$ cat config.mk
export PLATFORM = sky130hd
export DESIGN_NAME = fix_msg_builder
export DESIGN_NICKNAME = d
export VERILOG_FILES = /design/src/logic/fix_pkg.sv /design/src/logic/fix_body_length.sv /design/src/logic/fix_checksum_trailer.sv /design/src/logic/fix_field_sequencer.sv /design/src/logic/fix_field_serializer.sv /design/src/logic/fix_msg_builder.sv
export SDC_FILE = /design/constraint.sdc
export NUM_CORES = 1
export LEC_CHECK = 0
export ABC_AREA = 1
export BUFFER_PORTS_ARGS = -buffer_cell sky130_fd_sc_hd__buf_2
export CAP_MARGIN = 0
export CORE_ASPECT_RATIO = 1.5
export CORE_MARGIN = 4
export CORE_UTILIZATION = 45
export CTS_CLUSTER_DIAMETER = 30
export DETAILED_ROUTE_END_ITERATION = 10
export HOLD_SLACK_MARGIN = 0.06
export PLACE_DENSITY = 0.71
export SLEW_MARGIN = 0
export SYNTH_ARGS = -nofsm -noshare
export SYNTH_HDL_FRONTEND = slang
export SYNTH_HIERARCHICAL = 1
export SYNTH_SLANG_ARGS = --single-unit
$ cat constraint.sdc
create_clock -name clk -period 35.9 [get_ports clk]
set_clock_uncertainty 0.1 [all_clocks]
set_input_delay 5.385 -clock clk [delete_from_list [all_inputs] [get_ports clk]]
set_output_delay 5.385 -clock clk [all_outputs]
set_load 0.01 [all_outputs]
$ cat src/logic/fix_pkg.sv
package fix_pkg;

	typedef enum logic [2:0] {
		MSG_LOGON     = 3'b001,
		MSG_HEARTBEAT = 3'b010,
		MSG_LOGOUT    = 3'b100
	} msg_type_e;

	localparam logic [7:0] SOH = 8'h01;
	localparam logic [7:0] EQ  = 8'h3d;

	localparam int TAG_BYTES = 3;

	// tag strings, first character in the low byte
	localparam logic [TAG_BYTES*8-1:0] TAG_BEGIN_STRING = 24'h000038;
	localparam logic [TAG_BYTES*8-1:0] TAG_BODY_LENGTH  = 24'h000039;
	localparam logic [TAG_BYTES*8-1:0] TAG_SEQ_NUM      = 24'h003433;
	localparam logic [TAG_BYTES*8-1:0] TAG_MSG_TYPE     = 24'h003533;
	localparam logic [TAG_BYTES*8-1:0] TAG_SENDER       = 24'h003934;
	localparam logic [TAG_BYTES*8-1:0] TAG_SEND_TIME    = 24'h003235;
	localparam logic [TAG_BYTES*8-1:0] TAG_TARGET       = 24'h003635;
	localparam logic [TAG_BYTES*8-1:0] TAG_ENCRYPT      = 24'h003839;
	localparam logic [TAG_BYTES*8-1:0] TAG_HB_INT       = 24'h383031;
	localparam logic [TAG_BYTES*8-1:0] TAG_CHECKSUM     = 24'h003031;

	localparam logic [1:0] TAG_BEGIN_STRING_LEN = 2'd1;
	localparam logic [1:0] TAG_BODY_LENGTH_LEN  = 2'd1;
	localparam logic [1:0] TAG_SEQ_NUM_LEN      = 2'd2;
	localparam logic [1:0] TAG_MSG_TYPE_LEN     = 2'd2;
	localparam logic [1:0] TAG_SENDER_LEN       = 2'd2;
	localparam logic [1:0] TAG_SEND_TIME_LEN    = 2'd2;
	localparam logic [1:0] TAG_TARGET_LEN       = 2'd2;
	localparam logic [1:0] TAG_ENCRYPT_LEN      = 2'd2;
	localparam logic [1:0] TAG_HB_INT_LEN       = 2'd3;
	localparam logic [1:0] TAG_CHECKSUM_LEN     = 2'd2;

	// "FIX.4.4"
	localparam logic [55:0] BEGIN_STRING = 56'h342e342e584946;
	localparam int BEGIN_STRING_LEN = 7;
	localparam logic [7:0] ENCRYPT_NONE = 8'h30;
	localparam int ENCRYPT_NONE_LEN = 1;

	function automatic logic [7:0] msg_type_char(msg_type_e t);
		case (t)
			MSG_LOGON:     return 8'h41;
			MSG_HEARTBEAT: return 8'h30;
			MSG_LOGOUT:    return 8'h35;
			default:       return 8'h3f;
		endcase
	endfunction

endpackage

$ cat src/logic/fix_body_length.sv
`timescale 1ns/1ps

module fix_body_length #(
	parameter int VALUE_BYTES = 16,
	localparam int LEN_W = $clog2(VALUE_BYTES + 1)
) (
	input  logic               clk,
	input  logic               rst,
	input  logic               start_i,
	input  fix_pkg::msg_type_e msg_type_i,
	input  logic [LEN_W-1:0]   seq_num_len_i,
	input  logic [LEN_W-1:0]   sender_len_i,
	input  logic [LEN_W-1:0]   target_len_i,
	input  logic [LEN_W-1:0]   send_time_len_i,
	input  logic [LEN_W-1:0]   hb_int_len_i,
	output logic               len_valid_o,
	output logic [23:0]        len_digits_o,
	output logic [1:0]         len_count_o
);
	import fix_pkg::*;

	localparam int SUM_W = 16;

	localparam logic [1:0] B_IDLE = 2'd0;
	localparam logic [1:0] B_HUND = 2'd1;
	localparam logic [1:0] B_TENS = 2'd2;
	localparam logic [1:0] B_DONE = 2'd3;

	logic [1:0] state;
	logic [SUM_W-1:0] sum_next, rem;
	logic [3:0] hund, tens;

	// each field costs its tag, '=', its value and SOH
	always_comb begin
		sum_next = SUM_W'(TAG_SEQ_NUM_LEN) + SUM_W'(seq_num_len_i) + SUM_W'(2)
			+ SUM_W'(TAG_MSG_TYPE_LEN) + SUM_W'(1) + SUM_W'(2)
			+ SUM_W'(TAG_SENDER_LEN) + SUM_W'(sender_len_i) + SUM_W'(2)
			+ SUM_W'(TAG_SEND_TIME_LEN) + SUM_W'(send_time_len_i) + SUM_W'(2)
			+ SUM_W'(TAG_TARGET_LEN) + SUM_W'(target_len_i) + SUM_W'(2);
		if (msg_type_i == MSG_LOGON) begin
			sum_next = sum_next
				+ SUM_W'(TAG_ENCRYPT_LEN) + SUM_W'(ENCRYPT_NONE_LEN) + SUM_W'(2)
				+ SUM_W'(TAG_HB_INT_LEN) + SUM_W'(hb_int_len_i) + SUM_W'(2);
		end
	end

	always_ff @(posedge clk) begin
		if (rst) begin
			state <= B_IDLE;
		end else if (start_i) begin
			state <= B_HUND;
		end else begin
			case (state)
				B_HUND: if (rem < SUM_W'(100)) state <= B_TENS;
				B_TENS: if (rem < SUM_W'(10)) state <= B_DONE;
				default: ;
			endcase
		end
	end

	// hundreds, then tens, by repeated subtraction
	always_ff @(posedge clk) begin
		if (start_i) begin
			rem <= sum_next;
			hund <= '0;
			tens <= '0;
		end else if (state == B_HUND && rem >= SUM_W'(100)) begin
			rem <= rem - SUM_W'(100);
			hund <= hund + 4'd1;
		end else if (state == B_TENS && rem >= SUM_W'(10)) begin
			rem <= rem - SUM_W'(10);
			tens <= tens + 4'd1;
		end
	end

	assign len_valid_o = (state == B_DONE);
	assign len_count_o = (hund != '0) ? 2'd3 : 2'd2;

	// most significant digit goes first, in byte 0
	always_comb begin
		if (hund != '0)
			len_digits_o = {4'h3, rem[3:0], 4'h3, tens, 4'h3, hund};
		else
			len_digits_o = {8'h00, 4'h3, rem[3:0], 4'h3, tens};
	end

	assert property (@(posedge clk) disable iff (rst)
		start_i |-> sum_next < SUM_W'(1000));

endmodule

$ cat src/logic/fix_checksum_trailer.sv
`timescale 1ns/1ps

module fix_checksum_trailer (
	input  logic       clk,
	input  logic       rst,
	input  logic [7:0] byte_i,
	input  logic       byte_valid_i,
	input  logic       trailer_start_i,
	output logic [7:0] byte_o,
	output logic       byte_valid_o,
	output logic       msg_done_o
);
	import fix_pkg::*;

	logic [7:0] sum;
	logic [7:0] d_hund, d_tens, d_ones;
	logic [55:0] tr_r;
	logic [2:0] tr_cnt;
	logic last_r;

	// three digits, leading zeros kept
	always_comb begin
		d_hund = 8'h30 + sum / 8'd100;
		d_tens = 8'h30 + (sum / 8'd10) % 8'd10;
		d_ones = 8'h30 + sum % 8'd10;
	end

	// mod 256 by wrap, cleared once the trailer is formed
	always_ff @(posedge clk) begin
		if (rst || trailer_start_i)
			sum <= '0;
		else if (byte_valid_i)
			sum <= sum + byte_i;
	end

	always_ff @(posedge clk) begin
		if (rst) begin
			tr_cnt <= '0;
			last_r <= 1'b0;
			msg_done_o <= 1'b0;
			byte_valid_o <= 1'b0;
		end else begin
			if (trailer_start_i)
				tr_cnt <= 3'(TAG_CHECKSUM_LEN) + 3'd5;
			else if (tr_cnt != '0)
				tr_cnt <= tr_cnt - 3'd1;
			last_r <= (tr_cnt == 3'd1);
			msg_done_o <= last_r;
			byte_valid_o <= byte_valid_i || (tr_cnt != '0);
		end
	end

	// "10=ddd" plus SOH, shifted out low byte first
	always_ff @(posedge clk) begin
		if (trailer_start_i)
			tr_r <= {SOH, d_ones, d_tens, d_hund, EQ, TAG_CHECKSUM[15:0]};
		else if (tr_cnt != '0)
			tr_r <= tr_r >> 8;
		if (tr_cnt != '0)
			byte_o <= tr_r[7:0];
		else
			byte_o <= byte_i;
	end

endmodule

$ cat src/logic/fix_field_sequencer.sv
`timescale 1ns/1ps

module fix_field_sequencer #(
	parameter int VALUE_BYTES = 16,
	localparam int VW = VALUE_BYTES * 8,
	localparam int LEN_W = $clog2(VALUE_BYTES + 1)
) (
	input  logic                                         clk,
	input  logic                                         rst,
	input  logic                                         start_i,
	input  fix_pkg::msg_type_e                           msg_type_i,
	input  logic [VW-1:0]                                seq_num_i,
	input  logic [LEN_W-1:0]                             seq_num_len_i,
	input  logic [VW-1:0]                                sender_i,
	input  logic [LEN_W-1:0]                             sender_len_i,
	input  logic [VW-1:0]                                target_i,
	input  logic [LEN_W-1:0]                             target_len_i,
	input  logic [VW-1:0]                                send_time_i,
	input  logic [LEN_W-1:0]                             send_time_len_i,
	input  logic [VW-1:0]                                hb_int_i,
	input  logic [LEN_W-1:0]                             hb_int_len_i,
	input  logic                                         len_valid_i,
	input  logic [23:0]                                  len_digits_i,
	input  logic [1:0]                                   len_count_i,
	input  logic                                         field_done_i,
	input  logic                                         trailer_done_i,
	output logic                                         len_start_o,
	output logic                                         field_load_o,
	output logic [fix_pkg::TAG_BYTES*8-1:0]              field_tag_o,
	output logic [$clog2(fix_pkg::TAG_BYTES+1)-1:0]      field_tag_len_o,
	output logic [VW-1:0]                                field_val_o,
	output logic [LEN_W-1:0]                             field_val_len_o,
	output logic                                         trailer_start_o,
	output logic                                         busy_o
);
	import fix_pkg::*;

	localparam logic [2:0] S_IDLE  = 3'd0;
	localparam logic [2:0] S_LOAD  = 3'd1;
	localparam logic [2:0] S_WAIT  = 3'd2;
	localparam logic [2:0] S_TRAIL = 3'd3;
	localparam logic [2:0] S_END   = 3'd4;

	// field index in message order
	localparam logic [3:0] F_BEGIN    = 4'd0;
	localparam logic [3:0] F_BODY_LEN = 4'd1;
	localparam logic [3:0] F_SEQ      = 4'd2;
	localparam logic [3:0] F_TYPE     = 4'd3;
	localparam logic [3:0] F_SENDER   = 4'd4;
	localparam logic [3:0] F_TIME     = 4'd5;
	localparam logic [3:0] F_TARGET   = 4'd6;
	localparam logic [3:0] F_ENCRYPT  = 4'd7;
	localparam logic [3:0] F_HB_INT   = 4'd8;

	logic [2:0] state;
	logic [3:0] fidx;
	logic last_field;
	msg_type_e type_r;
	logic [VW-1:0] seq_r, sender_r, target_r, time_r, hb_r;
	logic [LEN_W-1:0] seq_len_r, sender_len_r, target_len_r, time_len_r, hb_len_r;

	// heartbeat and logout stop after target
	assign last_field = (fidx == F_HB_INT) || (fidx == F_TARGET && type_r != MSG_LOGON);

	assign len_start_o = (state == S_IDLE) && start_i;
	assign field_load_o = (state == S_LOAD) && (fidx != F_BODY_LEN || len_valid_i);
	assign trailer_start_o = (state == S_TRAIL);
	assign busy_o = (state != S_IDLE);

	always_ff @(posedge clk) begin
		if (rst) begin
			state <= S_IDLE;
			fidx <= F_BEGIN;
		end else begin
			case (state)
				S_IDLE: begin
					if (start_i) begin
						state <= S_LOAD;
						fidx <= F_BEGIN;
					end
				end
				S_LOAD: begin
					if (field_load_o)
						state <= S_WAIT;
				end
				S_WAIT: begin
					if (field_done_i) begin
						if (last_field) begin
							state <= S_TRAIL;
						end else begin
							fidx <= fidx + 4'd1;
							state <= S_LOAD;
						end
					end
				end
				S_TRAIL: state <= S_END;
				S_END: begin
					if (trailer_done_i)
						state <= S_IDLE;
				end
				default: state <= S_IDLE;
			endcase
		end
	end

	// message inputs held for the whole message
	always_ff @(posedge clk) begin
		if (len_start_o) begin
			type_r <= msg_type_i;
			seq_r <= seq_num_i;
			seq_len_r <= seq_num_len_i;
			sender_r <= sender_i;
			sender_len_r <= sender_len_i;
			target_r <= target_i;
			target_len_r <= target_len_i;
			time_r <= send_time_i;
			time_len_r <= send_time_len_i;
			hb_r <= hb_int_i;
			hb_len_r <= hb_int_len_i;
		end
	end

	always_comb begin
		field_tag_o = TAG_BEGIN_STRING;
		field_tag_len_o = TAG_BEGIN_STRING_LEN;
		field_val_o = VW'(BEGIN_STRING);
		field_val_len_o = LEN_W'(BEGIN_STRING_LEN);
		case (fidx)
			F_BODY_LEN: begin
				field_tag_o = TAG_BODY_LENGTH;
				field_tag_len_o = TAG_BODY_LENGTH_LEN;
				field_val_o = VW'(len_digits_i);
				field_val_len_o = LEN_W'(len_count_i);
			end
			F_SEQ: begin
				field_tag_o = TAG_SEQ_NUM;
				field_tag_len_o = TAG_SEQ_NUM_LEN;
				field_val_o = seq_r;
				field_val_len_o = seq_len_r;
			end
			F_TYPE: begin
				field_tag_o = TAG_MSG_TYPE;
				field_tag_len_o = TAG_MSG_TYPE_LEN;
				field_val_o = VW'(msg_type_char(type_r));
				field_val_len_o = LEN_W'(1);
			end
			F_SENDER: begin
				field_tag_o = TAG_SENDER;
				field_tag_len_o = TAG_SENDER_LEN;
				field_val_o = sender_r;
				field_val_len_o = sender_len_r;
			end
			F_TIME: begin
				field_tag_o = TAG_SEND_TIME;
				field_tag_len_o = TAG_SEND_TIME_LEN;
				field_val_o = time_r;
				field_val_len_o = time_len_r;
			end
			F_TARGET: begin
				field_tag_o = TAG_TARGET;
				field_tag_len_o = TAG_TARGET_LEN;
				field_val_o = target_r;
				field_val_len_o = target_len_r;
			end
			F_ENCRYPT: begin
				field_tag_o = TAG_ENCRYPT;
				field_tag_len_o = TAG_ENCRYPT_LEN;
				field_val_o = VW'(ENCRYPT_NONE);
				field_val_len_o = LEN_W'(ENCRYPT_NONE_LEN);
			end
			F_HB_INT: begin
				field_tag_o = TAG_HB_INT;
				field_tag_len_o = TAG_HB_INT_LEN;
				field_val_o = hb_r;
				field_val_len_o = hb_len_r;
			end
			default: ;
		endcase
	end

	// a field is in flight from its load until the serializer reports it done
	assert property (@(posedge clk) disable iff (rst)
		field_done_i |-> state == S_WAIT);

	// a start during a message does not restart the length stage
	assert property (@(posedge clk) disable iff (rst)
		start_i && busy_o && len_valid_i |=> len_valid_i);

endmodule

$ cat src/logic/fix_field_serializer.sv
`timescale 1ns/1ps

module fix_field_serializer #(
	parameter int VALUE_BYTES = 16,
	localparam int VW = VALUE_BYTES * 8,
	localparam int LEN_W = $clog2(VALUE_BYTES + 1),
	localparam int TAG_W = fix_pkg::TAG_BYTES * 8,
	localparam int TLEN_W = $clog2(fix_pkg::TAG_BYTES + 1),
	localparam int POS_W = $clog2(fix_pkg::TAG_BYTES + VALUE_BYTES + 2)
) (
	input  logic              clk,
	input  logic              rst,
	input  logic              load_i,
	input  logic [TAG_W-1:0]  tag_i,
	input  logic [TLEN_W-1:0] tag_len_i,
	input  logic [VW-1:0]     val_i,
	input  logic [LEN_W-1:0]  val_len_i,
	output logic [7:0]        byte_o,
	output logic              byte_valid_o,
	output logic              done_o
);
	import fix_pkg::*;

	logic busy;
	logic [POS_W-1:0] pos, eq_pos, last_pos, val_pos;
	logic [TAG_W-1:0] tag_r;
	logic [TLEN_W-1:0] tag_len_r;
	logic [VW-1:0] val_r;
	logic [LEN_W-1:0] val_len_r;

	// layout: tag, '=' at T, value, SOH at T+V+1
	assign eq_pos = POS_W'(tag_len_r);
	assign last_pos = POS_W'(tag_len_r) + POS_W'(val_len_r) + POS_W'(1);
	assign val_pos = pos - eq_pos - POS_W'(1);

	always_comb begin
		if (pos < eq_pos)
			byte_o = 8'(tag_r >> {pos, 3'b000});
		else if (pos == eq_pos)
			byte_o = EQ;
		else if (pos == last_pos)
			byte_o = SOH;
		else
			byte_o = 8'(val_r >> {val_pos, 3'b000});
	end

	assign byte_valid_o = busy;
	assign done_o = busy && (pos == last_pos);

	always_ff @(posedge clk) begin
		if (rst) begin
			busy <= 1'b0;
			pos <= '0;
		end else if (load_i) begin
			busy <= 1'b1;
			pos <= '0;
		end else if (done_o) begin
			busy <= 1'b0;
		end else if (busy) begin
			pos <= pos + POS_W'(1);
		end
	end

	always_ff @(posedge clk) begin
		if (load_i) begin
			tag_r <= tag_i;
			tag_len_r <= tag_len_i;
			val_r <= val_i;
			val_len_r <= val_len_i;
		end
	end

	// value must fit the word and never be empty
	assert property (@(posedge clk) disable iff (rst)
		load_i |-> val_len_i != '0 && val_len_i <= LEN_W'(VALUE_BYTES));

	// sequencer waits for the field to drain
	assert property (@(posedge clk) disable iff (rst)
		load_i |-> !busy);

endmodule

$ cat src/logic/fix_msg_builder.sv
`timescale 1ns/1ps

module fix_msg_builder #(
	parameter int VALUE_BYTES = 16,
	localparam int VW = VALUE_BYTES * 8,
	localparam int LEN_W = $clog2(VALUE_BYTES + 1)
) (
	input  logic               clk,
	input  logic               rst,
	input  logic               start_i,
	input  fix_pkg::msg_type_e msg_type_i,
	input  logic [VW-1:0]      seq_num_i,
	input  logic [LEN_W-1:0]   seq_num_len_i,
	input  logic [VW-1:0]      sender_i,
	input  logic [LEN_W-1:0]   sender_len_i,
	input  logic [VW-1:0]      target_i,
	input  logic [LEN_W-1:0]   target_len_i,
	input  logic [VW-1:0]      send_time_i,
	input  logic [LEN_W-1:0]   send_time_len_i,
	input  logic [VW-1:0]      hb_int_i,
	input  logic [LEN_W-1:0]   hb_int_len_i,
	output logic [7:0]         byte_o,
	output logic               byte_valid_o,
	output logic               busy_o,
	output logic               msg_done_o
);
	import fix_pkg::*;

	logic len_start, len_valid;
	logic [23:0] len_digits;
	logic [1:0] len_count;
	logic field_load, field_done, trailer_start;
	logic [TAG_BYTES*8-1:0] field_tag;
	logic [$clog2(TAG_BYTES+1)-1:0] field_tag_len;
	logic [VW-1:0] field_val;
	logic [LEN_W-1:0] field_val_len;
	logic [7:0] ser_byte;
	logic ser_valid;

	fix_field_sequencer #(.VALUE_BYTES(VALUE_BYTES)) i_sequencer (
		.clk(clk), .rst(rst), .start_i(start_i), .msg_type_i(msg_type_i),
		.seq_num_i(seq_num_i), .seq_num_len_i(seq_num_len_i),
		.sender_i(sender_i), .sender_len_i(sender_len_i),
		.target_i(target_i), .target_len_i(target_len_i),
		.send_time_i(send_time_i), .send_time_len_i(send_time_len_i),
		.hb_int_i(hb_int_i), .hb_int_len_i(hb_int_len_i),
		.len_valid_i(len_valid), .len_digits_i(len_digits), .len_count_i(len_count),
		.field_done_i(field_done), .trailer_done_i(msg_done_o),
		.len_start_o(len_start), .field_load_o(field_load),
		.field_tag_o(field_tag), .field_tag_len_o(field_tag_len),
		.field_val_o(field_val), .field_val_len_o(field_val_len),
		.trailer_start_o(trailer_start), .busy_o(busy_o)
	);

	fix_body_length #(.VALUE_BYTES(VALUE_BYTES)) i_body_length (
		.clk(clk), .rst(rst), .start_i(len_start), .msg_type_i(msg_type_i),
		.seq_num_len_i(seq_num_len_i), .sender_len_i(sender_len_i),
		.target_len_i(target_len_i), .send_time_len_i(send_time_len_i),
		.hb_int_len_i(hb_int_len_i),
		.len_valid_o(len_valid), .len_digits_o(len_digits), .len_count_o(len_count)
	);

	fix_field_serializer #(.VALUE_BYTES(VALUE_BYTES)) i_serializer (
		.clk(clk), .rst(rst), .load_i(field_load),
		.tag_i(field_tag), .tag_len_i(field_tag_len),
		.val_i(field_val), .val_len_i(field_val_len),
		.byte_o(ser_byte), .byte_valid_o(ser_valid), .done_o(field_done)
	);

	fix_checksum_trailer i_trailer (
		.clk(clk), .rst(rst), .byte_i(ser_byte), .byte_valid_i(ser_valid),
		.trailer_start_i(trailer_start),
		.byte_o(byte_o), .byte_valid_o(byte_valid_o), .msg_done_o(msg_done_o)
	);

endmodule

==> metrics.md <==
| Metric | Value |
|---|---|
| GRT Util Overall | `25.07%` |
| Post-synthesis mux area share | `0.02552%` |
| Xor/xnor share of the synthesized area | `0.7368%` |
| Post-route cell area | `48650 sq um` |
| Placed Area | `43500 sq um` |
| CTS resizes | `0` |
| Drt pass-1 iters | `6` |
| # setup viols final | `0` |
| Worst-Skew Late Latency | `760 ps` |
| Die Wd | `249.1 um` |
| Crit path largest cell delay | `950 ps` |
| Actual slew at the worst max-slew pin | `1144 ps` |
| Die Y | `369.6 um` |
| Total Power | `3.759 mW` |
| Setup TNS | `0 ps` |
| Syn-to-layout area delta | `24.04%` |
| Critical-path cell list | `buf_2 > inv_1 > nor2_4 > buf_4 > buf_4 > buf_4` |
| Initial cell density of the core | `45.41%` |
| Syn avg cell area | `11.62 sq um` |
| Crit Path Class | `primary input to flip-flop` |
| Nets | `4838` |
| Sequential share of the synthesized area | `69.95%` |
| Mapped Area | `39230 sq um` |
| Core ar. | `86380 sq um` |
| Most used cell along the critical path | `buf_4` |
| Clock root buffer | `clkbuf_16` |
| Inst Count DP | `5089` |
| Slowest CP cell | `buf_4` |
| Max-slew violations | `0` |
| Number of synthesized flops with an enable pin | `867` |
| H-tree depth | `4` |
| CP Launch Type | `primary input` |
| Synth async-reset ratio | `0%` |
| Post-Layout Cell Count | `5395` |
| Slew HR | `23.43%` |
| Fin. Hold Viols | `0` |
| Tcrit/Tclk final | `24.73%` |
| Post-synthesis register bit count | `937` |
| Required time of the critical path | `36180 ps` |
| Hold Path Class | `flip-flop to flip-flop` |
| Achievable clock frequency | `112.6 MHz` |
| Max VDD drop | `0.05407 mV` |
| Post-CTS Repair Setup Buffers | `0` |
| Sink Count | `937` |
| Adder-cell area share of the yosys netlist | `2.482%` |
| Fill count | `7034` |
| Main combinational cell family by area after synthesis | `simple AND/OR/NAND/NOR gates` |
| Synth cell types | `52` |
| Wirelength per Cell | `22.03 um` |
| Simple-Gate Fraction of Synth Area | `18.23%` |
| I/O pins | `682` |
| Finished Core Util | `56.33%` |
| Initial DRC count | `2429` |
| CTS buffer count | `145` |
| Synth Instances | `3377` |
| IO buf count | `681` |
| Via count | `28040` |
| Worst-path maximum fanout | `91` |
| Drt via density | `5.197` |
| First-pass GRT wire length | `172.0 mm` |
| Outcome | `finished, final reports clean` |
| CP endpoint kind | `flip-flop` |
| DRT antenna net count | `0` |
| Drt drc | `0` |
| DP HPWL | `83.67 mm` |
| CTS tree | `yes` |
| Largest net degree at the start of global routing | `173` |
| Fin crit period | `8877 ps` |
| RSZ-0062 raised after global routing | `false` |
| Pre-CTS WS | `26270 ps` |
| Worst hold slack | `303.0 ps` |
| Top FF cell, synth | `edfxtp_1` |
| Final WL | `118.9 mm` |
| Max_cap viols | `0` |
| Vias in the first global route | `28100` |
| Clock Path Buffers | `3` |
| Compound-Gate Fraction of Synth Area | `4.201%` |
| CTS clk-pin slew, worst paths | `60 ps` |
| Most common cell after layout, fill and taps aside | `nand2_1` |
| Die area | `92050 sq um` |
| GRT overflow | `0` |
| Row cnt | `132` |
| Most frequent cells in the layout | `nand2_1, edfxtp_1, buf_2, nand3_1, inv_1` |
| Crit path arrival time | `9150 ps` |
| Hold buffer count at cts | `0` |
| Ys Warns | `6` |
| P_leak | `19.89 nW` |
| Antenna violations before repair | `46` |
| Share of layout cells above drive strength 1 | `25.07%` |
| Worst Setup Slack, final | `27020 ps` |
| GPL Wtd Cong | `0.8828` |
| PD cells | `77.26 nW/um^2` |
-- final timing paths --
kind	slack [ps]	endpoint	startpoint	depth (start not counted)
worst max-delay path	27020	i_sequencer/sender_r[77]	start_i	6
worst min register to register	300	i_trailer/msg_done_o	i_trailer/last_r	2
worst min-delay path	300	i_trailer/msg_done_o	i_trailer/last_r	2
worst max register to register	30060	i_trailer/sum[7]	i_serializer/pos[0]	24
-- critical path: cells and delay by family --
family / cells / cell delay [ps]
AND/OR/NAND/NOR: 1 / 740
buffers and inverters: 5 / 2840
-- cell type report --
cell class | count | area [sq um] | area share [%]
timing repair buffer | 702 | 3591 | 7.381
sequential | 937 | 27440 | 56.39
multi-input combinational | 2089 | 10190 | 20.94
inverter | 222 | 863.3 | 1.774
antenna | 39 | 97.59 | 0.2006
clock buffer | 167 | 3835 | 7.882
tap | 1139 | 1425 | 2.929
clock inverter | 100 | 1217 | 2.502
-- power breakdown --
| group | leakage, nW | total, mW | switching, mW | internal, mW |
|---|---|---|---|---|
| Clock | 2.44 | 1.43 | 0.544 | 0.882 |
| Sequential | 8.83 | 1.58 | 0.0834 | 1.50 |
| Combinational | 8.63 | 0.752 | 0.538 | 0.214 |
| Total | 19.9 | 3.76 | 1.17 | 2.59 |
-- flip-flops by register name, summed over array words and instances, names as in the netlist, 5 cells and up --
signal,count
i_sequencer/hb_r,128
i_sequencer/sender_r,128
i_sequencer/seq_r,128
i_sequencer/target_r,128
i_sequencer/time_r,128
i_serializer/val_r,128
i_trailer/tr_r,49
i_serializer/tag_r,24
i_body_length/rem,16
i_trailer/byte_o,8
i_trailer/sum,8
i_sequencer/hb_len_r,5
i_sequencer/sender_len_r,5
i_sequencer/seq_len_r,5
i_sequencer/target_len_r,5
i_sequencer/time_len_r,5
i_serializer/pos,5
i_serializer/val_len_r,5
-- per-layer routing --
metal | routed length, um | vias to the layer above | share of wire (%) | track usage (%)
met2 | 61370 | 1220 | 52 | 44.24
met4 | 5494 | 6 | 4.6 | 11.92
met3 | 8411 | 266 | 7.1 | 5.695
met1 | 43540 | 13450 | 37 | 29.05
met5 | 46 | - | 0.039 | 0
li1 | - | 13100 | - | -
-- cells by family after synthesis --
family | count (synthesis)
flops | 937
simple gates | 1652
xor+xnor | 33
other cells | 6
buf+inv | 370
mux | 1
compound gates | 308
fa+ha+maj | 70
-- Yosys cell counts, types with 12 or more instances --
cell	instances	share of area, %
inv_1	197	1.9
nand2_1	1096	10
nand4_1	41	0.65
and3_1	18	0.29
nor2_1	114	1.1
fa_1	13	0.66
buf_2	69	0.88
nand3_1	286	3.6
a21oi_1	183	2.3
clkbuf_1	29	0.28
xor2_1	28	0.63
nand2_2	31	0.49
ha_1	57	1.8
o21ai_0	80	1.0
edfxtp_1	867	66
buf_4	36	0.69
dfxtp_1	70	3.6
nand3_2	12	0.31
inv_2	21	0.20
No activity file was read; power rests on OpenSTA's default activity.
